==> src/logic/decode_macros.svh <==
`ifndef DECODE_MACROS_SVH
`define DECODE_MACROS_SVH

// primary opcodes
`define OP_SPECIAL  6'b000000
`define OP_REGIMM   6'b000001
`define OP_J        6'b000010
`define OP_JAL      6'b000011
`define OP_BEQ      6'b000100
`define OP_BNE      6'b000101
`define OP_BLEZ     6'b000110
`define OP_BGTZ     6'b000111
`define OP_ADDI     6'b001000
`define OP_ADDIU    6'b001001
`define OP_SLTI     6'b001010
`define OP_SLTIU    6'b001011
`define OP_ANDI     6'b001100
`define OP_ORI      6'b001101
`define OP_XORI     6'b001110
`define OP_LUI      6'b001111
`define OP_LB       6'b100000
`define OP_LH       6'b100001
`define OP_LW       6'b100011
`define OP_LBU      6'b100100
`define OP_LHU      6'b100101
`define OP_SB       6'b101000
`define OP_SH       6'b101001
`define OP_SW       6'b101011

// funct codes under SPECIAL
`define F_SLL       6'b000000
`define F_SRL       6'b000010
`define F_SRA       6'b000011
`define F_SLLV      6'b000100
`define F_SRLV      6'b000110
`define F_SRAV      6'b000111
`define F_JR        6'b001000
`define F_JALR      6'b001001
`define F_SYSCALL   6'b001100
`define F_BREAK     6'b001101
`define F_ADD       6'b100000
`define F_ADDU      6'b100001
`define F_SUB       6'b100010
`define F_SUBU      6'b100011
`define F_AND       6'b100100
`define F_OR        6'b100101
`define F_XOR       6'b100110
`define F_NOR       6'b100111
`define F_SLT       6'b101010
`define F_SLTU      6'b101011

// REGIMM codes in the rt field
`define B_BLTZ      5'b00000
`define B_BGEZ      5'b00001
`define B_BLTZAL    5'b10000
`define B_BGEZAL    5'b10001

`define LINK_REG    5'd31

// low bit of each instruction field
`define OPCODE_POS  26
`define RS_POS      21
`define RT_POS      16
`define RD_POS      11
`define SHAMT_POS   6
`define FUNCT_POS   0

`endif

==> src/logic/decode_pkg.sv <==
`include "decode_macros.svh"

package decode_pkg;

    typedef logic [4:0] reg_addr_t;

    // R-type layout
    typedef struct packed {
        logic [31-`OPCODE_POS:0]          opcode;
        logic [`OPCODE_POS-`RS_POS-1:0]   rs;
        logic [`RS_POS-`RT_POS-1:0]       rt;
        logic [`RT_POS-`RD_POS-1:0]       rd;
        logic [`RD_POS-`SHAMT_POS-1:0]    shamt;
        logic [`SHAMT_POS-`FUNCT_POS-1:0] funct;
    } r_fmt_t;

    // I-type layout with imm16 below rt
    typedef struct packed {
        logic [31-`OPCODE_POS:0]          opcode;
        logic [`OPCODE_POS-`RS_POS-1:0]   rs;
        logic [`RS_POS-`RT_POS-1:0]       rt;
        logic [`RT_POS-1:0]               imm16;
    } i_fmt_t;

    typedef union packed {
        r_fmt_t r_view;
        i_fmt_t i_view;
    } instr_u;

    typedef enum logic [3:0] {
        ALU_ADD, ALU_ADDU, ALU_SUB, ALU_SUBU, ALU_SLT, ALU_SLTU, ALU_AND, ALU_OR,
        ALU_XOR, ALU_NOR, ALU_SLL, ALU_SRL, ALU_SRA, ALU_LUI, ALU_PASSA
    } alu_func_e;

    typedef enum logic [2:0] {
        BR_NONE, BR_BEQ, BR_BNE, BR_BGEZ, BR_BLTZ, BR_BGTZ, BR_BLEZ
    } branch_type_e;

    typedef enum logic [1:0] {
        MSIZE_NONE, MSIZE_BYTE, MSIZE_HALF, MSIZE_WORD
    } msize_e;

    typedef struct packed {
        alu_func_e    alufunc;
        logic         alusrc_imm;
        logic         zeroext;
        logic         shamt_valid;
        logic         regwrite;
        logic         memtoreg;
        logic         memwrite;
        logic         memsext;
        msize_e       msize;
        branch_type_e branch_type;
        logic         jump;
        logic         jr;
        logic         is_link;
    } decode_ctl_t;

    typedef struct packed {
        reg_addr_t srcrega;
        reg_addr_t srcregb;
        reg_addr_t destreg;
    } reg_sel_t;

    typedef struct packed {
        logic reserved;
        logic syscall;
        logic breakpoint;
    } exc_t;

endpackage

==> src/logic/special_decoder.sv <==
`timescale 1ns/10ps
`include "decode_macros.svh"

module special_decoder (
    input  decode_pkg::instr_u      instr,
    output decode_pkg::decode_ctl_t ctl,
    output decode_pkg::reg_sel_t    regs,
    output decode_pkg::exc_t        exc
);

    decode_pkg::alu_func_e op;
    // rs, rt -> rd
    logic rform;
    // shift by shamt, rt -> rd
    logic sform;

    always_comb begin
        op = decode_pkg::ALU_ADD;
        rform = 1'b0;
        sform = 1'b0;
        case (instr.r_view.funct)
            `F_ADD:  begin op = decode_pkg::ALU_ADD;  rform = 1'b1; end
            `F_ADDU: begin op = decode_pkg::ALU_ADDU; rform = 1'b1; end
            `F_SUB:  begin op = decode_pkg::ALU_SUB;  rform = 1'b1; end
            `F_SUBU: begin op = decode_pkg::ALU_SUBU; rform = 1'b1; end
            `F_SLT:  begin op = decode_pkg::ALU_SLT;  rform = 1'b1; end
            `F_SLTU: begin op = decode_pkg::ALU_SLTU; rform = 1'b1; end
            `F_AND:  begin op = decode_pkg::ALU_AND;  rform = 1'b1; end
            `F_OR:   begin op = decode_pkg::ALU_OR;   rform = 1'b1; end
            `F_XOR:  begin op = decode_pkg::ALU_XOR;  rform = 1'b1; end
            `F_NOR:  begin op = decode_pkg::ALU_NOR;  rform = 1'b1; end
            `F_SLLV: begin op = decode_pkg::ALU_SLL;  rform = 1'b1; end
            `F_SRLV: begin op = decode_pkg::ALU_SRL;  rform = 1'b1; end
            `F_SRAV: begin op = decode_pkg::ALU_SRA;  rform = 1'b1; end
            `F_SLL:  begin op = decode_pkg::ALU_SLL;  sform = 1'b1; end
            `F_SRL:  begin op = decode_pkg::ALU_SRL;  sform = 1'b1; end
            `F_SRA:  begin op = decode_pkg::ALU_SRA;  sform = 1'b1; end
            default: ;
        endcase
    end

    always_comb begin
        ctl = '0;
        regs = '0;
        exc = '0;
        if (rform || sform) begin
            ctl.alufunc = op;
            ctl.regwrite = 1'b1;
            ctl.shamt_valid = sform;
            regs.srcrega = rform ? instr.r_view.rs : '0;
            regs.srcregb = instr.r_view.rt;
            regs.destreg = instr.r_view.rd;
        end else begin
            case (instr.r_view.funct)
                `F_JR: begin
                    ctl.jump = 1'b1;
                    ctl.jr = 1'b1;
                    regs.srcrega = instr.r_view.rs;
                end
                `F_JALR: begin
                    ctl.jump = 1'b1;
                    ctl.jr = 1'b1;
                    ctl.regwrite = 1'b1;
                    ctl.is_link = 1'b1;
                    regs.srcrega = instr.r_view.rs;
                    // link register comes from rd here
                    regs.destreg = instr.r_view.rd;
                end
                `F_SYSCALL: begin
                    ctl.alufunc = decode_pkg::ALU_PASSA;
                    exc.syscall = 1'b1;
                end
                `F_BREAK: begin
                    ctl.alufunc = decode_pkg::ALU_PASSA;
                    exc.breakpoint = 1'b1;
                end
                default: exc.reserved = 1'b1;
            endcase
        end
    end

endmodule

==> src/logic/primary_decoder.sv <==
`timescale 1ns/10ps
`include "decode_macros.svh"

module primary_decoder (
    input  decode_pkg::instr_u      instr,
    output decode_pkg::decode_ctl_t ctl,
    output decode_pkg::reg_sel_t    regs,
    output decode_pkg::exc_t        exc
);

    decode_pkg::decode_ctl_t sp_ctl;
    decode_pkg::reg_sel_t    sp_regs;
    decode_pkg::exc_t        sp_exc;
    decode_pkg::alu_func_e   imm_op;
    decode_pkg::msize_e      mem_size;
    logic                    mem_sext;

    special_decoder u_special (
        .instr (instr),
        .ctl   (sp_ctl),
        .regs  (sp_regs),
        .exc   (sp_exc)
    );

    // per-opcode ALU op and access size
    always_comb begin
        imm_op = decode_pkg::ALU_ADD;
        mem_size = decode_pkg::MSIZE_NONE;
        mem_sext = 1'b0;
        case (instr.i_view.opcode)
            `OP_ADDIU: imm_op = decode_pkg::ALU_ADDU;
            `OP_SLTI:  imm_op = decode_pkg::ALU_SLT;
            `OP_SLTIU: imm_op = decode_pkg::ALU_SLTU;
            `OP_ANDI:  imm_op = decode_pkg::ALU_AND;
            `OP_ORI:   imm_op = decode_pkg::ALU_OR;
            `OP_XORI:  imm_op = decode_pkg::ALU_XOR;
            `OP_LUI:   imm_op = decode_pkg::ALU_LUI;
            `OP_LB:    begin mem_size = decode_pkg::MSIZE_BYTE; mem_sext = 1'b1; end
            `OP_LH:    begin mem_size = decode_pkg::MSIZE_HALF; mem_sext = 1'b1; end
            `OP_LBU, `OP_SB: mem_size = decode_pkg::MSIZE_BYTE;
            `OP_LHU, `OP_SH: mem_size = decode_pkg::MSIZE_HALF;
            `OP_LW, `OP_SW:  mem_size = decode_pkg::MSIZE_WORD;
            default: ;
        endcase
    end

    always_comb begin
        ctl = '0;
        regs = '0;
        exc = '0;
        case (instr.i_view.opcode)
            `OP_SPECIAL: begin
                ctl = sp_ctl;
                regs = sp_regs;
                exc = sp_exc;
            end
            `OP_ADDI, `OP_ADDIU, `OP_SLTI, `OP_SLTIU,
            `OP_ANDI, `OP_ORI, `OP_XORI, `OP_LUI: begin
                ctl.alufunc = imm_op;
                ctl.alusrc_imm = 1'b1;
                ctl.regwrite = 1'b1;
                ctl.zeroext = (imm_op == decode_pkg::ALU_AND) || (imm_op == decode_pkg::ALU_OR)
                              || (imm_op == decode_pkg::ALU_XOR);
                regs.srcrega = (imm_op == decode_pkg::ALU_LUI) ? '0 : instr.i_view.rs;
                regs.destreg = instr.i_view.rt;
            end
            `OP_LB, `OP_LBU, `OP_LH, `OP_LHU, `OP_LW: begin
                ctl.alufunc = decode_pkg::ALU_ADDU;
                ctl.alusrc_imm = 1'b1;
                ctl.regwrite = 1'b1;
                ctl.memtoreg = 1'b1;
                ctl.memsext = mem_sext;
                ctl.msize = mem_size;
                regs.srcrega = instr.i_view.rs;
                regs.destreg = instr.i_view.rt;
            end
            `OP_SB, `OP_SH, `OP_SW: begin
                ctl.alufunc = decode_pkg::ALU_ADDU;
                ctl.alusrc_imm = 1'b1;
                ctl.memwrite = 1'b1;
                ctl.msize = mem_size;
                regs.srcrega = instr.i_view.rs;
                regs.srcregb = instr.i_view.rt;
            end
            `OP_BEQ, `OP_BNE: begin
                ctl.branch_type = (instr.i_view.opcode == `OP_BEQ) ? decode_pkg::BR_BEQ
                                                                   : decode_pkg::BR_BNE;
                regs.srcrega = instr.i_view.rs;
                regs.srcregb = instr.i_view.rt;
            end
            `OP_BLEZ, `OP_BGTZ: begin
                ctl.branch_type = (instr.i_view.opcode == `OP_BLEZ) ? decode_pkg::BR_BLEZ
                                                                    : decode_pkg::BR_BGTZ;
                regs.srcrega = instr.i_view.rs;
            end
            `OP_J: ctl.jump = 1'b1;
            `OP_JAL: begin
                ctl.jump = 1'b1;
                ctl.regwrite = 1'b1;
                ctl.is_link = 1'b1;
                regs.destreg = `LINK_REG;
            end
            `OP_REGIMM: begin
                // rt selects the compare-with-zero branch
                case (instr.i_view.rt)
                    `B_BLTZ, `B_BLTZAL: ctl.branch_type = decode_pkg::BR_BLTZ;
                    `B_BGEZ, `B_BGEZAL: ctl.branch_type = decode_pkg::BR_BGEZ;
                    default: exc.reserved = 1'b1;
                endcase
                if (!exc.reserved) begin
                    regs.srcrega = instr.i_view.rs;
                end
                if (instr.i_view.rt == `B_BLTZAL || instr.i_view.rt == `B_BGEZAL) begin
                    ctl.regwrite = 1'b1;
                    ctl.is_link = 1'b1;
                    regs.destreg = `LINK_REG;
                end
            end
            default: exc.reserved = 1'b1;
        endcase
    end

endmodule

==> src/logic/instr_decoder.sv <==
`timescale 1ns/10ps

module instr_decoder (
    input  logic                    clk,
    input  logic                    reset,
    input  logic                    in_valid,
    input  decode_pkg::instr_u      instr,
    output logic                    out_valid,
    output decode_pkg::decode_ctl_t ctl,
    output decode_pkg::reg_sel_t    regs,
    output decode_pkg::exc_t        exc
);

    decode_pkg::decode_ctl_t dec_ctl;
    decode_pkg::reg_sel_t    dec_regs;
    decode_pkg::exc_t        dec_exc;
    decode_pkg::decode_ctl_t next_ctl;
    decode_pkg::reg_sel_t    next_regs;
    decode_pkg::exc_t        next_exc;

    primary_decoder u_primary (
        .instr (instr),
        .ctl   (dec_ctl),
        .regs  (dec_regs),
        .exc   (dec_exc)
    );

    always_comb begin
        next_ctl = '0;
        next_regs = '0;
        next_exc = '0;
        // idle cycles register an all-zero decode
        if (in_valid) begin
            next_ctl = dec_ctl;
            next_regs = dec_regs;
            next_exc = dec_exc;
            // writes to r0 are dropped
            if (dec_regs.destreg == '0) begin
                next_ctl.regwrite = 1'b0;
            end
        end
    end

    always_ff @(posedge clk) begin
        if (reset) begin
            out_valid <= 1'b0;
            ctl <= '0;
            regs <= '0;
            exc <= '0;
        end else begin
            out_valid <= in_valid;
            ctl <= next_ctl;
            regs <= next_regs;
            exc <= next_exc;
        end
    end

endmodule

==> config.mk <==
export PLATFORM = sky130hd
export DESIGN_NAME = instr_decoder
export DESIGN_NICKNAME = d
export VERILOG_FILES = /design/src/logic/decode_pkg.sv /design/src/logic/special_decoder.sv /design/src/logic/primary_decoder.sv /design/src/logic/instr_decoder.sv
export VERILOG_INCLUDE_DIRS = /design/src /design/src/logic
export SDC_FILE = /design/constraint.sdc
export NUM_CORES = 1
export LEC_CHECK = 0
export ABC_AREA = 1
export ABC_CLOCK_PERIOD_IN_PS = 3100
export CORE_MARGIN = 3
export CORE_UTILIZATION = 60
export CTS_CLUSTER_DIAMETER = 150
export CTS_CLUSTER_SIZE = 28
export DETAILED_ROUTE_END_ITERATION = 8
export DONT_BUFFER_PORTS = 1
export PLACE_DENSITY = 0.76
export SLEW_MARGIN = 20
export SYNTH_ARGS = -nofsm -noshare
export SYNTH_HDL_FRONTEND = slang
export SYNTH_SLANG_ARGS = --single-unit
==> constraint.sdc <==
create_clock -name clk -period 3.1 [get_ports clk]
set_input_delay 0.31 -clock clk [delete_from_list [all_inputs] [get_ports clk]]
set_output_delay 0.31 -clock clk [all_outputs]
set_load 0.1 [all_outputs]
# Word level (Yosys, flattened, before mapping)
# Index checks and enable logic that the tools add are counted.
# word_totals
reg_bits,38
in_bits,35
out_inout_bits,38
elab_cells,159
# classes
eq_ne,49
muxes,42
bitwise_logic,6
reduce_logical,42
# op_table
operator,n
6-bit == test (second input constant),18
6-bit by 4-bit == test with 1-bit output (second input constant),12
4-bit case mux with 12 select lines,1
5-bit two-way mux,9
6-bit by 3-bit == test with 1-bit output (second input constant),7
5-bit case mux with 4 select lines,2
4-bit case mux with 7 select lines,1
13-bit OR reduction,2
2-bit OR reduction,13
6-bit by 2-bit == test with 1-bit output (second input constant),4
3-bit OR reduction,8
22-bit OR reduction,1
4-bit OR reduction,4
8-bit OR reduction,2
5-bit case mux with 3 select lines,1
14-bit OR reduction,1
1-bit two-way mux,13
6-bit zero test,2
12-bit OR reduction,1
5-bit == test (second input constant),2
5-bit zero test,2
5-bit case mux with 2 select lines,1
5-bit OR reduction,2
1-bit case mux with 3 select lines,3
other kinds (13),27

# Depth between registers and ports, before layout
# Gate-level depths: netlist of the first run.
# depth
ltp_word,8
mapped_depth,13
ltp_nobuf,13

# Hierarchy
# Synthesis of the first run repeated with hierarchy kept, for this count alone.
# hier_totals
hier_cells,427
hier_area_um2,2656.3
# by_module_without_submodules
module,instances,cells_each,area_each_um2,seq_area_each_um2
instr_decoder,1,124,1161.1,760.7
primary_decoder,1,188,944.7,0.0
special_decoder,1,115,550.5,0.0

# Worst setup path after synthesis of the first run
# Ideal clock, no wire load.
# synth_timing
kind,input -> register
startpoint,input port instr[1] (netlist bit)
endpoint,register ctl[11] (netlist bit)
t_arrival_ps,1308
t_required_ps,2991
path_slack_ps,1684
path_stages,11
cell_sequence,buf_2 -> nor2_2 -> inv_1 -> nand3_2 -> nand4_1 -> nand3_1 -> nand2_1 -> nor2_1 -> nand3_1 -> nand2_1 -> inv_1
# synth_via
elab_chain_cells,8
# synth_rtl
element,line,source
from (decl),instr_decoder.sv:7,"input decode_pkg::instr_u instr,"
6-bit by 3-bit == test with 1-bit output (tied with other cells),special_decoder.sv:21,case (instr.r_view.funct)
13-bit OR reduction (no source line) / 3-bit OR reduction (equally long branches),-,
1-bit two-way mux,special_decoder.sv:21,
1-bit logical OR,special_decoder.sv:46,if (rform || sform) begin
5-bit two-way mux,special_decoder.sv:46,
5-bit case mux with 4 select lines,primary_decoder.sv:51,case (instr.i_view.opcode)
5-bit zero test,instr_decoder.sv:38,if (dec_regs.destreg == '0) begin
3-bit OR reduction (no source line),-,
to (signal assigned),instr_decoder.sv:52,ctl <= next_ctl;
to (decl),instr_decoder.sv:9,"output decode_pkg::decode_ctl_t ctl,"
# Several ways; a longest one is shown, not always the timed one.
# A chain may end at the register's enable or synchronous reset.

# Worst setup path after layout of the first run
# layout_timing
startpoint,register regs[7] (netlist bit)
endpoint,output port regs[7] (netlist bit)
# layout_lines
element,line,source
from (decl),instr_decoder.sv:10,"output decode_pkg::reg_sel_t regs,"
from (signal assigned),instr_decoder.sv:53,regs <= next_regs;
# No word-level cell between the ends.

==> flow_summary.toml, run 1 <==
[final_layout]
area_growth_pct = 7.532
fin_util_pct = 71.79
mostFrequentLayoutCells = "dfxtp_1 (38), nand2_1 (37), nor2_1 (34), inv_1 (31), nand3_1 (18)"
nets = 279
finalNonFillerCells = 275
layout-drive-gt1-share_pct = 13.88
insertedDiodeCount = 0
mostFrequentLayoutCell = "dfxtp_1"

[clock_network]
cts_sinks = 38
post_cts_resized = 0
cts_buffer_depth = 2
cts_buffers = 5
cts_tree = "built"
path_clk_slew_ns = 0.12
hold_buffers = 0
cts-root-buf = "clkbuf_4"
htree_levels = 2
post-cts-setup-buffer-count = 0

[yosys]
ys_seq_area_share_pct = 43.62
yosys.area.top_type = "dfxtp_1"
synth_top_area_share_pct = 43.62
netlist_instances = 240
yosys-top-cells-area = "dfxtp_1 (44%), nand2_1 (8.0%), nor2_1 (7.3%)"
synth_area_mm2 = 0.001744
yosys.cell_types.count = 26
synth_fp_nets = 275
ys_ff_latch = 38
avgSynthCellArea_um2 = 7.267
yosysWarnings = 0

[routing]
drtIter0Drc = 136
drt_wl_total_um = 4211
wire_per_inst_um = 15.31
drcViolationCount = 0
num_vias = 1619
route.antenna.remaining_nets = 0
first_pass_iters = 4
via_per_inst = 5.887

[sta]
relSlewSlack_pct = 35.39
setup_viol = 0
drv_slew = 0
worst_pin_slew_ns = 0.9678
min_period_ns = 1.634
period_share_pct = 52.70
final.setup.worst_slack_ns = 1.466
finalHoldViolations = 0
fmax_mhz = 612.2
tns_ns = 0
rsz0062_at_grt = "false"

[global_routing]
overflow = 0
grt_max_degree = 25
grt_pass1_wl_um = 6541
grt_pass1_vias = 1487
grt_antenna_before_repair = 0
grt_usage_pct = 24.70

[setup_path]
worstSetupPathType = "reg2out"
cp.required_ns = 2.79
worstSetupStartpointType = "flop"
worstSetupEndpointType = "primary output"
arrival_ns = 1.32
cp_max_fo = 1

[die]
core_mm2 = 0.002613
ios = 73
fp.dieW_um = 59.92
die_h_um = 59.92
dieArea_mm2 = 0.003590
start_util_pct = 66.76
num_rows = 18

[min_path]
hp-class = "in2reg"

[placed_design]
hpwl_um = 3141
io_buffer_count = 0
place.gp.congestion = 0.8530
dp_cells = 267
place_ws_ns = 1.483

[job]
cap_violations = 0

[pwr]
p_per_area_mw_per_mm2 = 562.3
p_total_w = 0.001055
max-vdd-ir-drop_mv = 0.5517
p_leak_nw = 0.8732

[run_status]
status = "completed"
-- path summary, 6_finish.rpt --
kind	from	end	depth (start not counted)
setup / recovery	regs[7]	regs[7]	0
hold / removal	instr[27]	ctl[8]	1
-- cells by family after synthesis --
logic type             Yosys count  share of synthesized area, %
buffers and inverters           41                         8.895
and+or+nand+nor                130                         36.80
AOI/OAI and AO/OA               31                         10.69
DFF                             38                         43.62
-- flip-flops by register name, indices dropped and copies added, names as in the netlist --
name,cells
exc,3
regs,15
ctl,19
out_valid,1
-- synthesized netlist by cell type --
cell      number
nor3b_2        1
nor3_1         8
buf_2          1
nand3_2        3
nand4_1        7
nand3b_1       1
o211ai_2       1
nand3_1       18
clkbuf_1       2
a21oi_1       16
nor4_1         3
dfxtp_1       38
nor2_2         7
nand2_1       37
inv_2          7
a31oi_1        4
o21ai_4        1
a211oi_1       2
and3_1         5
nand2_2        2
o31ai_1        1
o21ai_0        6
nor2_4         3
nand2_4        1
inv_1         31
nor2_1        34
-- layout make-up --
class | count | area (um2)
clock buffer | 5 | 37.54
tap | 30 | 37.54
inverter | 38 | 142.6
sequential | 38 | 760.7
clock inverter | 3 | 68.82
multi-input combinational | 161 | 828.3
fill | 219 | 737.0
-- metal layers --
layer	wire [um]	GRT usage [%]
met1	1674	30.28
met2	2061	39.51
met3	352	6.263
met4	123	12.97
met5	0	0
-- through the flow --
stage               cell area [um2]  hold slack [ns]
floorplan                      1744           0.3855
global placement               1769           0.3889
detailed placement             1769           0.3889
CTS                            1876         0.009956
global route                   1876         0.002305
finish                         1876          0.02113
-- where the power goes --
| group | internal [W] | leakage (nW) | switching (W) |
|---|---|---|---|
| clock network | 0.000252 | 0.0554 | 0.000169 |
| registers | 0.000495 | 0.307 | 0.0000534 |
| logic | 0.0000244 | 0.511 | 0.0000611 |
| total | 0.000771 | 0.873 | 0.000283 |
Note: power is estimated with default switching activity, not from simulation.
==> run 2, diff against run 1 <==
--- a/config.mk
+++ b/config.mk
@@ -7,14 +7,14 @@
 export NUM_CORES = 1
 export LEC_CHECK = 0
 export ABC_AREA = 1
-export ABC_CLOCK_PERIOD_IN_PS = 3100
+export ABC_CLOCK_PERIOD_IN_PS = 1500
 export CORE_MARGIN = 3
-export CORE_UTILIZATION = 60
+export CORE_UTILIZATION = 55
 export CTS_CLUSTER_DIAMETER = 150
 export CTS_CLUSTER_SIZE = 28
 export DETAILED_ROUTE_END_ITERATION = 8
 export DONT_BUFFER_PORTS = 1
-export PLACE_DENSITY = 0.76
+export PLACE_DENSITY = 0.73
 export SLEW_MARGIN = 20
 export SYNTH_ARGS = -nofsm -noshare
 export SYNTH_HDL_FRONTEND = slang
==> constraint.sdc (replaced) <==
create_clock -name clk -period 1.5 [get_ports clk]
set_input_delay 0.15 -clock clk [delete_from_list [all_inputs] [get_ports clk]]
set_output_delay 0.15 -clock clk [all_outputs]
set_load 0.1 [all_outputs]
==> flow_summary.toml, run 2 (synthesis results as in run 1) <==
[clock_network]
cts_tree = "built"
htree_levels = 2
cts_buffers = 5
post-cts-setup-buffer-count = 0
cts_buffer_depth = 2
cts_sinks = 38
path_clk_slew_ns = 0.11
cts-root-buf = "clkbuf_4"

[run_status]
status = "completed"

[pwr]
p_int_w = 0.001353
pwr-share-seq_pct = 52.8
max-vdd-ir-drop_mv = 0.6945
p_per_area_mw_per_mm2 = 823.2
p_leak_nw = 1.167
power.share.clock_pct = 29.3
combPwrFrac_pct = 17.9
p_sw_share_pct = 30.43
switchingPower_w = 0.0005921

[routing]
drtIter0Drc = 144
first_pass_iters = 4
wire_per_inst_um = 13.23
via_per_inst = 5.135
num_vias = 1792
route.antenna.remaining_nets = 0
drt_wl_total_um = 4618
drcViolationCount = 0

[setup_path]
cp_max_fo = 5
worstSetupEndpointType = "flop"
cp.required_ns = 1.79
worstSetupPathType = "in2reg"
worstSetupStartpointType = "input port"
arrival_ns = 1.64

[global_routing]
grt_util_met2_pct = 44.09
busiest_layer = "met2"
grt.met1_usage_pct = 28.19
grt_max_degree = 13
grt_pass1_vias = 1746
grtUsageMet3_pct = 7.748
grt_usage_pct = 24.39
overflow = 0
grt_pass1_wl_um = 7728
grt_antenna_before_repair = 0

[sta]
whs_ns = 0.004450
finalHoldViolations = 0
rsz0062_at_grt = "false"
tns_ns = 0
drv_slew = 0
fmax_mhz = 740.7
period_share_pct = 90.00
final.setup.worst_slack_ns = 0.1500
relSlewSlack_pct = 74.80
setup_viol = 0
min_period_ns = 1.350
worst_pin_slew_ns = 0.3763

[min_path]
hold_end = "regs[3]"
hold_start = "instr[14]"
hp-class = "in2reg"
hold_depth = 2

[die]
start_util_pct = 60.64
dieArea_mm2 = 0.003883
ios = 73
core_mm2 = 0.002877
fp.dieW_um = 62.32
num_rows = 19
die_h_um = 62.32

[final_layout]
area_growth_pct = 35.51
largest_reg_flops = 19
filler_cell_count = 207
mostFrequentLayoutCells = "buf_4 (42), dfxtp_1 (38), nand2_1 (37), nor2_1 (34), inv_1 (31)"
mostFrequentLayoutCell = "buf_4"
fin_util_pct = 82.17
fin_area_mm2 = 0.002364
nets = 341
layout-drive-gt1-share_pct = 24.76
insertedDiodeCount = 0
regMostFlops = "ctl"
reg_top3 = "ctl x19, regs x15, exc x3"

[placed_design]
hpwl_um = 3174
place.gp.congestion = 0.9042
dpl_cell_area_mm2 = 0.002100
place_ws_ns = 0.1166
io_buffer_count = 0

[job]
cap_violations = 0
-- run 2: cell count changes in the layout (fill, tap and decap cells not counted) --
cell and delta:
buf_4 +42, dlygate4sd3_1 +20, bufinv_16 -2, clkbuf_8 +1, clkinv_2 +1, clkinv_4 -1, clkinvlp_4 +1
-- run 2: what timing repair did --
action / CTS / global route
endpoints found under the hold margin: 20 / 0
hold buffers: 20 / 0
gates resized for setup: 0 / 0
-- run 2: critical path: stages --
cell and delay, ns:
inv_1 0.03, nand2_1 0.12, nor2_1 0.08, nor2_2 0.14, nand3_2 0.13, nand3b_1 0.25
nor4_1 0.17, dlygate4sd3_1 0.57
-- run 2: worst max-delay path by stage --
stage | end | start | slack [ns] | cells after the start
after global placement | regs[9] | instr[2] | 0.18 | 9
after floorplan | ctl[11] | instr[1] | 0.24 | 11
after global routing | ctl[1] | instr[2] | 0.01 | 8
after CTS | ctl[1] | instr[2] | 0.13 | 8
final | ctl[1] | instr[2] | 0.15 | 8
after detailed placement | ctl[11] | instr[2] | 0.12 | 11
-- run 2: power groups by stage --
| stage | Clock, W | Combinational, W | Sequential (W) |
|---|---|---|---|
| floorplan | 0 | 0.000144 | 0.00115 |
| global placement | 0 | 0.000301 | 0.00105 |
| detailed placement | 0 | 0.000306 | 0.00105 |
| CTS | 0.000569 | 0.000344 | 0.00103 |
| global route | 0.000624 | 0.000376 | 0.00103 |
| finish | 0.000570 | 0.000349 | 0.00103 |
-- run 2: per-stage QoR --
step / power [W] / cells
3_3_place_gp: 0.001350 / 321
4_1_cts: 0.001940 / 349
3_5_place_dp: 0.001355 / 321
5_1_grt: 0.002029 / 349
6_report: 0.001946 / 349
2_1_floorplan: 0.001298 / 240
-- run 2: layer usage --
layer / wire [um] / share of wire, %
met5: 0 / 0
met4: 38 / 0.82
met3: 378 / 8.2
met2: 2341 / 51
met1: 1860 / 40
-- run 2: area by class of cell --
type | instances | area [um2] | share of cell area, %
Clock buffer | 6 | 51.30 | 2.170
Clock inverter | 2 | 12.51 | 0.5294
Inverter | 38 | 142.6 | 6.035
Multi-Input combinational cell | 161 | 828.3 | 35.04
Sequential cell | 38 | 760.7 | 32.19
Tap cell | 42 | 52.55 | 2.223
Timing Repair Buffer | 62 | 515.5 | 21.81
